==> src/hw/cpu_defines.svh <==
`ifndef CPU_DEFINES_SVH
`define CPU_DEFINES_SVH

`define CPU_RESET_PC 16'h4000
`define CPU_RESET_SP 16'h1000

// opcodes, low byte of the instruction word
`define CPU_OP_NOP          8'h00
`define CPU_OP_TRAP         8'h01
`define CPU_OP_LD_XL_IMMD   8'h10
`define CPU_OP_LDW_Y_IMMD   8'h11
`define CPU_OP_LD_XL_DIR    8'h12
`define CPU_OP_LD_DIR_XL    8'h13
`define CPU_OP_PUSH_XL      8'h14
`define CPU_OP_POP_XL       8'h15
`define CPU_OP_ADDW_Y_X     8'h16
`define CPU_OP_ADD_XL_IMMD  8'h20
`define CPU_OP_SUB_XL_IMMD  8'h21
`define CPU_OP_AND_XL_IMMD  8'h22
`define CPU_OP_OR_XL_IMMD   8'h23
`define CPU_OP_XOR_XL_IMMD  8'h24
`define CPU_OP_ADD_XL_DIR   8'h28
`define CPU_OP_SUB_XL_DIR   8'h29
`define CPU_OP_AND_XL_DIR   8'h2a
`define CPU_OP_OR_XL_DIR    8'h2b
`define CPU_OP_XOR_XL_DIR   8'h2c
`define CPU_OP_JP_IMMD      8'h30
`define CPU_OP_JP_Y         8'h31
`define CPU_OP_JR_D         8'h38
`define CPU_OP_JRZ_D        8'h39
`define CPU_OP_JRNZ_D       8'h3a
`define CPU_OP_JRC_D        8'h3b
`define CPU_OP_JRNC_D       8'h3c
`define CPU_OP_ALTACC1      8'h40
`define CPU_OP_ALTACC2      8'h41
`define CPU_OP_ALTACC3      8'h42

// alu operations, 8-bit unless marked w
`define CPU_ALU_ADD   4'h0
`define CPU_ALU_SUB   4'h1
`define CPU_ALU_AND   4'h2
`define CPU_ALU_OR    4'h3
`define CPU_ALU_XOR   4'h4
`define CPU_ALU_PASS  4'h5
`define CPU_ALU_ADDW  4'h6
`define CPU_ALU_PASSW 4'h7

// operand and store address selectors
`define CPU_SRC0_ACC   2'd0
`define CPU_SRC0_MEM   2'd1
`define CPU_SRC0_IMM   2'd2
`define CPU_SRC0_WACC  2'd3
`define CPU_SRC1_IMM   2'd0
`define CPU_SRC1_MEM   2'd1
`define CPU_SRC1_X     2'd2
`define CPU_MADDR_DIR  1'b0
`define CPU_MADDR_PUSH 1'b1

`endif
==> src/hw/cpu_pkg.sv <==
`default_nettype none

package cpu_pkg;

	typedef logic [7:0] byte_t;
	typedef logic [15:0] word_t;
	// opcode in bits 7:0, operands little endian above it
	typedef logic [23:0] inst_t;
	typedef logic [7:0] opcode_t;
	typedef logic [3:0] aluop_t;
	// bit 1 is the high byte
	typedef logic [1:0] lanes_t;
	typedef logic [1:0] src_sel_t;

	typedef struct packed {
		logic [1:0] acc_sel;
		logic c;
		logic n;
		logic z;
	} flags_t;

	typedef struct packed {
		aluop_t aluop;
		src_sel_t src0;
		src_sel_t src1;
		logic reg_lane;
		logic reg_word;
		logic mem_write;
		logic mem_addr;
		logic sp_inc;
		logic sp_dec;
		logic set_c;
		logic set_nz;
		logic [1:0] is_altacc;
		logic is_trap;
	} ctrl_t;

	typedef struct packed {
		logic [1:0] addr;
		lanes_t en;
		word_t data;
	} reg_write_t;

	typedef struct packed {
		word_t addr;
		word_t data;
		lanes_t en;
	} mem_write_t;

endpackage

`default_nettype wire

==> src/hw/cpu.sv <==
`timescale 1ns/1ns
`default_nettype none

`include "cpu_defines.svh"

module cpu
(
	input wire clk,
	input wire reset,
	input wire cpu_pkg::inst_t iread_data,
	input wire cpu_pkg::word_t dread_data,
	output cpu_pkg::word_t iread_addr,
	output cpu_pkg::word_t dread_addr,
	output cpu_pkg::mem_write_t dwrite,
	output logic trap
);
	cpu_pkg::inst_t inst;
	cpu_pkg::opcode_t opcode;
	cpu_pkg::opcode_t next_opcode;
	cpu_pkg::ctrl_t ctrl;
	cpu_pkg::flags_t flags;
	cpu_pkg::flags_t next_flags;
	cpu_pkg::word_t pc, next_pc, sp, next_sp;
	cpu_pkg::word_t x, y, z, next_x, next_y, next_z;
	cpu_pkg::word_t op0, op1, result;
	cpu_pkg::word_t wacc, next_wacc;
	cpu_pkg::byte_t acc;
	cpu_pkg::reg_write_t reg_wr;
	logic c_out, n_out, z_out;
	logic [1:0] inst_len;
	logic jr_taken;

	regfile u_regfile (.clk, .reset, .wr(reg_wr), .x, .y, .z, .next_x, .next_y, .next_z);
	alu u_alu (.aluop(ctrl.aluop), .op0, .op1, .c_in(flags.c), .result, .c_out, .n_out, .z_out);
	inst_decode u_decode (.opcode, .ctrl);

	assign opcode = inst[7:0];
	assign next_opcode = iread_data[7:0];

	always_comb
	begin
		case (next_opcode)
			`CPU_OP_LD_XL_IMMD, `CPU_OP_ADD_XL_IMMD, `CPU_OP_SUB_XL_IMMD,
			`CPU_OP_AND_XL_IMMD, `CPU_OP_OR_XL_IMMD, `CPU_OP_XOR_XL_IMMD,
			`CPU_OP_JR_D, `CPU_OP_JRZ_D, `CPU_OP_JRNZ_D, `CPU_OP_JRC_D, `CPU_OP_JRNC_D:
				inst_len = 2'd2;
			`CPU_OP_LDW_Y_IMMD, `CPU_OP_LD_XL_DIR, `CPU_OP_LD_DIR_XL, `CPU_OP_JP_IMMD,
			`CPU_OP_ADD_XL_DIR, `CPU_OP_SUB_XL_DIR, `CPU_OP_AND_XL_DIR,
			`CPU_OP_OR_XL_DIR, `CPU_OP_XOR_XL_DIR:
				inst_len = 2'd3;
			default:
				inst_len = 2'd1;
		endcase
	end

	// conditions see the flags the executing instruction is producing
	assign jr_taken = next_opcode == `CPU_OP_JR_D ||
		next_opcode == `CPU_OP_JRZ_D && next_flags.z ||
		next_opcode == `CPU_OP_JRNZ_D && !next_flags.z ||
		next_opcode == `CPU_OP_JRC_D && next_flags.c ||
		next_opcode == `CPU_OP_JRNC_D && !next_flags.c;

	assign wacc = (flags.acc_sel == 2'd2) ? x : (flags.acc_sel == 2'd3) ? z : y;
	assign next_wacc = (next_flags.acc_sel == 2'd2) ? next_x :
		(next_flags.acc_sel == 2'd3) ? next_z : next_y;

	always_comb
	begin
		if (reset)
			next_pc = `CPU_RESET_PC;
		else if (next_opcode == `CPU_OP_JP_IMMD)
			next_pc = iread_data[23:8];
		else if (next_opcode == `CPU_OP_JP_Y)
			next_pc = next_wacc;
		else if (jr_taken)
			// offset relative to the jr opcode itself
			next_pc = pc + {{8{iread_data[15]}}, iread_data[15:8]};
		else
			next_pc = pc + 16'(inst_len);
	end

	assign iread_addr = next_pc;
	// only pop and the direct forms use the read data
	assign dread_addr = (next_opcode == `CPU_OP_POP_XL) ? next_sp : iread_data[23:8];

	always_ff @(posedge clk)
	begin
		pc <= next_pc;
		if (reset)
		begin
			inst <= {16'h0000, `CPU_OP_NOP};
			sp <= `CPU_RESET_SP;
			flags <= '0;
		end
		else
		begin
			inst <= iread_data;
			sp <= next_sp;
			flags <= next_flags;
		end
	end

	assign acc = (flags.acc_sel == 2'd1) ? x[15:8] :
		(flags.acc_sel == 2'd2) ? y[7:0] :
		(flags.acc_sel == 2'd3) ? z[7:0] : x[7:0];

	always_comb
	begin
		case (ctrl.src0)
			`CPU_SRC0_ACC:
				op0 = {8'h00, acc};
			`CPU_SRC0_MEM:
				op0 = dread_data;
			`CPU_SRC0_IMM:
				op0 = inst[23:8];
			default:
				op0 = wacc;
		endcase
		case (ctrl.src1)
			`CPU_SRC1_MEM:
				op1 = dread_data;
			`CPU_SRC1_X:
				op1 = x;
			default:
				op1 = {8'h00, inst[15:8]};
		endcase
	end

	// altacc holds for one instruction only
	always_comb
	begin
		next_flags = flags;
		next_flags.acc_sel = ctrl.is_altacc;
		if (ctrl.set_c)
			next_flags.c = c_out;
		if (ctrl.set_nz)
		begin
			next_flags.n = n_out;
			next_flags.z = z_out;
		end
	end

	assign next_sp = ctrl.sp_inc ? sp + 16'd1 : ctrl.sp_dec ? sp - 16'd1 : sp;

	always_comb
	begin
		reg_wr.addr = 2'd0;
		reg_wr.en = 2'b00;
		reg_wr.data = {result[7:0], result[7:0]};
		if (ctrl.reg_lane)
		begin
			reg_wr.addr = (flags.acc_sel == 2'd2) ? 2'd1 : (flags.acc_sel == 2'd3) ? 2'd2 : 2'd0;
			reg_wr.en = (flags.acc_sel == 2'd1) ? 2'b10 : 2'b01;
		end
		else if (ctrl.reg_word)
		begin
			reg_wr.addr = (flags.acc_sel == 2'd2) ? 2'd0 : (flags.acc_sel == 2'd3) ? 2'd2 : 2'd1;
			reg_wr.en = 2'b11;
			reg_wr.data = result;
		end
	end

	assign dwrite.addr = (ctrl.mem_addr == `CPU_MADDR_PUSH) ? sp - 16'd1 : inst[23:8];
	assign dwrite.data = result;
	assign dwrite.en = ctrl.mem_write ? 2'b01 : 2'b00;
	assign trap = ctrl.is_trap;

	// a reset edge leaves nop in the instruction register
	assert property (@(posedge clk) reset |=> dwrite.en == 2'b00);
	assert property (@(posedge clk) reset |=> !trap);

endmodule

`default_nettype wire

==> src/hw/inst_decode.sv <==
`timescale 1ns/1ns
`default_nettype none

`include "cpu_defines.svh"

module inst_decode
(
	input wire cpu_pkg::opcode_t opcode,
	output cpu_pkg::ctrl_t ctrl
);

	always_comb
	begin
		ctrl = '0;
		ctrl.aluop = `CPU_ALU_PASS;
		ctrl.src0 = `CPU_SRC0_ACC;
		ctrl.src1 = `CPU_SRC1_IMM;
		ctrl.mem_addr = `CPU_MADDR_DIR;
		case (opcode)
			`CPU_OP_LD_XL_IMMD:
			begin
				ctrl.src0 = `CPU_SRC0_IMM;
				ctrl.reg_lane = 1'b1;
			end
			`CPU_OP_LDW_Y_IMMD:
			begin
				ctrl.aluop = `CPU_ALU_PASSW;
				ctrl.src0 = `CPU_SRC0_IMM;
				ctrl.reg_word = 1'b1;
			end
			`CPU_OP_ADD_XL_IMMD, `CPU_OP_ADD_XL_DIR,
			`CPU_OP_SUB_XL_IMMD, `CPU_OP_SUB_XL_DIR:
			begin
				ctrl.aluop = opcode[0] ? `CPU_ALU_SUB : `CPU_ALU_ADD;
				ctrl.reg_lane = 1'b1;
				ctrl.set_c = 1'b1;
				ctrl.set_nz = 1'b1;
			end
			`CPU_OP_AND_XL_IMMD, `CPU_OP_AND_XL_DIR,
			`CPU_OP_OR_XL_IMMD, `CPU_OP_OR_XL_DIR,
			`CPU_OP_XOR_XL_IMMD, `CPU_OP_XOR_XL_DIR:
			begin
				// logic ops keep carry
				ctrl.aluop = {1'b0, opcode[2:0]};
				ctrl.reg_lane = 1'b1;
				ctrl.set_nz = 1'b1;
			end
			`CPU_OP_ADDW_Y_X:
			begin
				ctrl.aluop = `CPU_ALU_ADDW;
				ctrl.src0 = `CPU_SRC0_WACC;
				ctrl.src1 = `CPU_SRC1_X;
				ctrl.reg_word = 1'b1;
				ctrl.set_c = 1'b1;
				ctrl.set_nz = 1'b1;
			end
			`CPU_OP_LD_XL_DIR:
			begin
				ctrl.src0 = `CPU_SRC0_MEM;
				ctrl.reg_lane = 1'b1;
			end
			`CPU_OP_LD_DIR_XL:
				ctrl.mem_write = 1'b1;
			`CPU_OP_PUSH_XL:
			begin
				ctrl.mem_write = 1'b1;
				ctrl.mem_addr = `CPU_MADDR_PUSH;
				ctrl.sp_dec = 1'b1;
			end
			`CPU_OP_POP_XL:
			begin
				ctrl.src0 = `CPU_SRC0_MEM;
				ctrl.reg_lane = 1'b1;
				ctrl.sp_inc = 1'b1;
			end
			`CPU_OP_ALTACC1, `CPU_OP_ALTACC2, `CPU_OP_ALTACC3:
				ctrl.is_altacc = opcode[1:0] + 2'd1;
			`CPU_OP_TRAP:
				ctrl.is_trap = 1'b1;
			default:
				// jumps finish in fetch, unknown opcodes act as nop
				ctrl.aluop = `CPU_ALU_PASS;
		endcase

		// direct forms take the second operand from memory
		if (opcode >= `CPU_OP_ADD_XL_DIR && opcode <= `CPU_OP_XOR_XL_DIR)
			ctrl.src1 = `CPU_SRC1_MEM;
	end

	always_comb
		assert final (!(ctrl.sp_inc && ctrl.sp_dec));

endmodule

`default_nettype wire

==> src/hw/alu.sv <==
`timescale 1ns/1ns
`default_nettype none

`include "cpu_defines.svh"

module alu
(
	input wire cpu_pkg::aluop_t aluop,
	input wire cpu_pkg::word_t op0,
	input wire cpu_pkg::word_t op1,
	input wire c_in,
	output cpu_pkg::word_t result,
	output logic c_out,
	output logic n_out,
	output logic z_out
);
	logic wide;

	always_comb
	begin
		result = '0;
		c_out = c_in;
		wide = 1'b0;
		case (aluop)
			`CPU_ALU_ADD:
				{c_out, result[7:0]} = {1'b0, op0[7:0]} + {1'b0, op1[7:0]};
			`CPU_ALU_SUB:
				// bit 8 of the difference is the borrow
				{c_out, result[7:0]} = {1'b0, op0[7:0]} - {1'b0, op1[7:0]};
			`CPU_ALU_AND:
				result[7:0] = op0[7:0] & op1[7:0];
			`CPU_ALU_OR:
				result[7:0] = op0[7:0] | op1[7:0];
			`CPU_ALU_XOR:
				result[7:0] = op0[7:0] ^ op1[7:0];
			`CPU_ALU_ADDW:
			begin
				{c_out, result} = {1'b0, op0} + {1'b0, op1};
				wide = 1'b1;
			end
			`CPU_ALU_PASSW:
			begin
				result = op0;
				wide = 1'b1;
			end
			default:
				// plain pass of the low byte
				result[7:0] = op0[7:0];
		endcase
	end

	assign n_out = wide ? result[15] : result[7];
	assign z_out = wide ? (result == 16'h0000) : (result[7:0] == 8'h00);

endmodule

`default_nettype wire

==> src/hw/regfile.sv <==
`timescale 1ns/1ns
`default_nettype none

module regfile
(
	input wire clk,
	input wire reset,
	input wire cpu_pkg::reg_write_t wr,
	output cpu_pkg::word_t x,
	output cpu_pkg::word_t y,
	output cpu_pkg::word_t z,
	output cpu_pkg::word_t next_x,
	output cpu_pkg::word_t next_y,
	output cpu_pkg::word_t next_z
);
	cpu_pkg::word_t regs [3];
	cpu_pkg::word_t next_regs [3];

	// merge this cycle's write lane by lane
	always_comb
	begin
		for (int i = 0; i < 3; i++)
		begin
			next_regs[i] = regs[i];
			if (wr.addr == 2'(i) && wr.en[0])
				next_regs[i][7:0] = wr.data[7:0];
			if (wr.addr == 2'(i) && wr.en[1])
				next_regs[i][15:8] = wr.data[15:8];
		end
	end

	always_ff @(posedge clk)
	begin
		for (int i = 0; i < 3; i++)
		begin
			if (reset)
				regs[i] <= '0;
			else
				regs[i] <= next_regs[i];
		end
	end

	assign x = regs[0];
	assign y = regs[1];
	assign z = regs[2];
	assign next_x = next_regs[0];
	assign next_y = next_regs[1];
	assign next_z = next_regs[2];

	// accumulator mapping in the cpu only ever selects x, y or z
	assert property (@(posedge clk) disable iff (reset) wr.en != 2'b00 |-> wr.addr != 2'd3);

endmodule

`default_nettype wire

==> config.mk <==
export PLATFORM = sky130hd
export DESIGN_NAME = cpu
export DESIGN_NICKNAME = d
export VERILOG_FILES = /design/src/hw/cpu_pkg.sv /design/src/hw/cpu.sv /design/src/hw/inst_decode.sv /design/src/hw/alu.sv /design/src/hw/regfile.sv
export VERILOG_INCLUDE_DIRS = /design/src /design/src/hw
export SDC_FILE = /design/constraint.sdc
export NUM_CORES = 1
export LEC_CHECK = 0
export ABC_AREA = 1
export ABC_CLOCK_PERIOD_IN_PS = 16500
export CAP_MARGIN = 20
export CORE_UTILIZATION = 55
export CTS_BUF_LIST = sky130_fd_sc_hd__clkbuf_4 sky130_fd_sc_hd__clkbuf_8
export DETAILED_ROUTE_END_ITERATION = 7
export DONT_BUFFER_PORTS = 1
export PLACE_DENSITY = 0.72
export SKIP_LAST_GASP = 1
export SLEW_MARGIN = 20
export SYNTH_ARGS = -nofsm -noshare
export SYNTH_HDL_FRONTEND = slang
export SYNTH_SLANG_ARGS = --single-unit
==> constraint.sdc <==
create_clock -name clk -period 16.5 [get_ports clk]
set_input_delay 0 -clock clk [delete_from_list [all_inputs] [get_ports clk]]
set_output_delay 0 -clock clk [all_outputs]
set_load 0.005 [all_outputs]
==> run summary <==
Worst Tran Pin Value: 0.810 ns
Die Wd: 134 um
Number of global-route vias before repair: 9900
Mux share of post-synthesis cell area: 0.623%
Post-synthesis compound-gate area fraction: 22.9%
Top cell by count, worst path: nand2_1
Die Y: 134 um
Async SR Flop Fraction: 0%
Worst Skew: 0.0233 ns
Final Hold Violating Endpoints: 0
Clk_lat worst skew: 0.39 ns
Final Cycle Share: 54.6%
CP max-delay cell: dfxtp_1
Total Routing Usage GR: 37.1%
Share of layout cells above drive strength 1: 7.25%
CP required: 16.50 ns
Min Clock Period, post-route: 9.00 ns
Final setup viols: 0
CTS Buffer Depth: 2
Antenna diodes: 0
DRT antenna net count: 0
Fillers: 1699
DRC viols: 0
Power per cell area: 58.1 mW/mm2
Synthesized area: 0.00964 mm2
WP data arrival: 9.00 ns
Dpl hpwl: 26.3 mm
Site Rows: 48
CTS tree: yes
Core area: 0.0172 mm2
Fin Hold WS: 0.0194 ns
Mapped Nets: 1665
I/O Buffers: 0
Placed Area: 0.00976 mm2
XOR/XNOR share of the synthesized area: 1.73%
Worst vdd ir: 0.0000382 V
Leading area contributor after synthesis: dfxtp_1
Critical path class: reg2out
Largest family of logic cells by synthesized area: simple AND/OR/NAND/NOR gates
Status: complete, no violations
Largest net degree at the start of global routing: 105
Uppermost routed layer: met4
Yosys warnings: 0
DR vias/cell: 5.86
Synth area leaders: dfxtp_1 22%, nand2_1 13%, inv_1 9.4%
Routed met2 length: 15.2 mm
LEAKAGE: 0.00489 uW
First-pass iteration count of the detailed router: 6
Layout area overhead: 6.05%
CTS Root Cell: clkbuf_8
Total negative slack: 0 ns
Final WL: 33.3 mm
Via Count: 10.5k
R2R Setup Slk: 7.77 ns
# IOs: 109
Antenna violations before repair: 0
Register Area: 0.00216 mm2
# clock sinks: 108
Max Fanout on Critical Path: 23
Share of the synthesized area in the top cell type: 22.4%
WL/cell: 18.5 um
Clk pin slew, worst setup/hold paths: 0.11 ns
Mapped Cells: 1569
Sequential fraction of the synthesis area: 22.4%
Metal-1 WL: 13.8 mm
Die area: 0.0181 mm2
Number of DRC markers in iteration 0: 1007
Synth Area in Simple Gates: 32.6%
Startpoint types: register
Fmax: 111 MHz
Slowest stage delay, CP: 0.86 ns
Met3 WL post-DR: 3.17 mm
Critical Path Sink Type: output port
Most frequent cells in the layout: 326 x nand2_1, 242 x inv_1, 202 x nor2_1
Final net count: 1664
Adder and majority gate portion of the synthesized area: 7.24%
MaxCap Viol Count: 0
RSZ-0062 raised after global routing: no
Number of flops mapped to enable cells by yosys: 0
Most common cell after layout, fill and taps aside: nand2_1
Syn avg cell area: 6.15 um2
Number of buffers created by CTS: 9
Starting density of the core: 56.0%
Max-slew violations: 0
Library cells used by synthesis: 57
Main synth FF type: dfxtp_1
First-pass GRT wire length: 52.4 mm
H-tree depth: 3
Grt total ovfl: 0
Area occupied by multi-input gates: 0.00628 mm2
Final Cell Area: 0.0102 mm2
Global placer's final weighted congestion: 0.989
Hold Crit Class: in2reg
Register bit total from synthesis: 108
Slew HR: 45.9%
## area by class of cell
| class | count | area share (%) |
|---|---|---|
| clock buffer | 9 | 1.21 |
| sequential | 108 | 21.1 |
| clock inverter | 7 | 0.648 |
| multi-input combinational | 1155 | 61.4 |
| timing repair buffer | 33 | 3.23 |
| inverter | 261 | 9.58 |
| tap | 225 | 2.75 |
## routing by layer
metal / track usage [%] / up-vias
met5: 0 / -
met4: 14.4 / 0
met3: 6.65 / 79
met2: 61.5 / 514
met1: 47.5 / 4765
li1: - / 5175
## repair_timing
item                                    CTS  global route
hold buffers                             26             0
buffers inserted                          0             0
hold endpoints to repair                108             0
endpoints found under the setup margin    0             0
resized for setup                         0             0
## logic make-up after synthesis
group,count (synthesis)
and+or+nand+nor,701
AOI/OAI and AO/OA,374
buffers and inverters,306
DFF,108
adders and majority gates,54
xor gates and xnor gates,19
muxes,6
other,1
## cells in the mapped netlist (3+ instances only)
cell,count
nand2_1,326
inv_1,242
nor2_1,202
o21ai_0,133
dfxtp_1,108
a21oi_1,84
nand3_1,61
ha_1,51
o22ai_1,35
clkbuf_1,34
a31oi_1,19
nand4_1,19
o21ai_1,19
o221ai_1,19
xor2_1,19
a211oi_1,17
nand3_2,17
inv_2,16
nand2_2,15
o211ai_1,15
nor3_1,13
o21bai_1,9
nor2_4,8
or2_2,8
nor2_2,7
a221oi_1,6
mux2i_1,6
nand2_4,6
nor4_1,6
nand3b_1,5
buf_4,4
o21ai_2,4
a21oi_2,3
buf_6,3
clkinv_1,3
fa_1,3
## metrics by stage
stage	total power (uW)	util, %	cells	worst slack (ns)
after CTS	592	59.3	1798	7.61
after detailed placement	421	56.6	1756	7.93
after floorplan	385	-	1569	9.64
final	594	59.3	1798	7.50
after global routing	621	59.3	1798	6.46
after global placement	422	56.6	1756	8.00
## worst max-delay path, delay by kind of cell (launching register included)
family	cells	cell delay [ns]
simple gates	32	4.32
compound gates	13	1.95
fa+ha+maj	4	1.04
flops	1	0.86
buf+inv	5	0.28
xor+xnor	1	0.14
## report_power, final
group | switching, uW | internal [uW] | leakage (uW)
Sequential | 7.37 | 268 | 0.000879
Combinational | 107 | 46.8 | 0.00391
Clock | 105 | 59.4 | 0.0000971
## worst paths after layout
path                            cells after the start             startpoint                     to
worst max register to register                     55               flags[4]                 pc[12]
worst min register to register                      2  u_regfile.regs[2][15]  u_regfile.regs[2][15]
worst max-delay path                               55               flags[4]         iread_addr[12]
worst min-delay path                                2                  reset                inst[8]
## state kept, by name, summed over array words and instances, names as in the netlist
| name | flops |
|---|---|
| u_regfile.regs | 48 |
| inst | 24 |
| pc | 16 |
| sp | 16 |
| flags | 4 |
No activity file was read; power rests on OpenSTA's default activity.
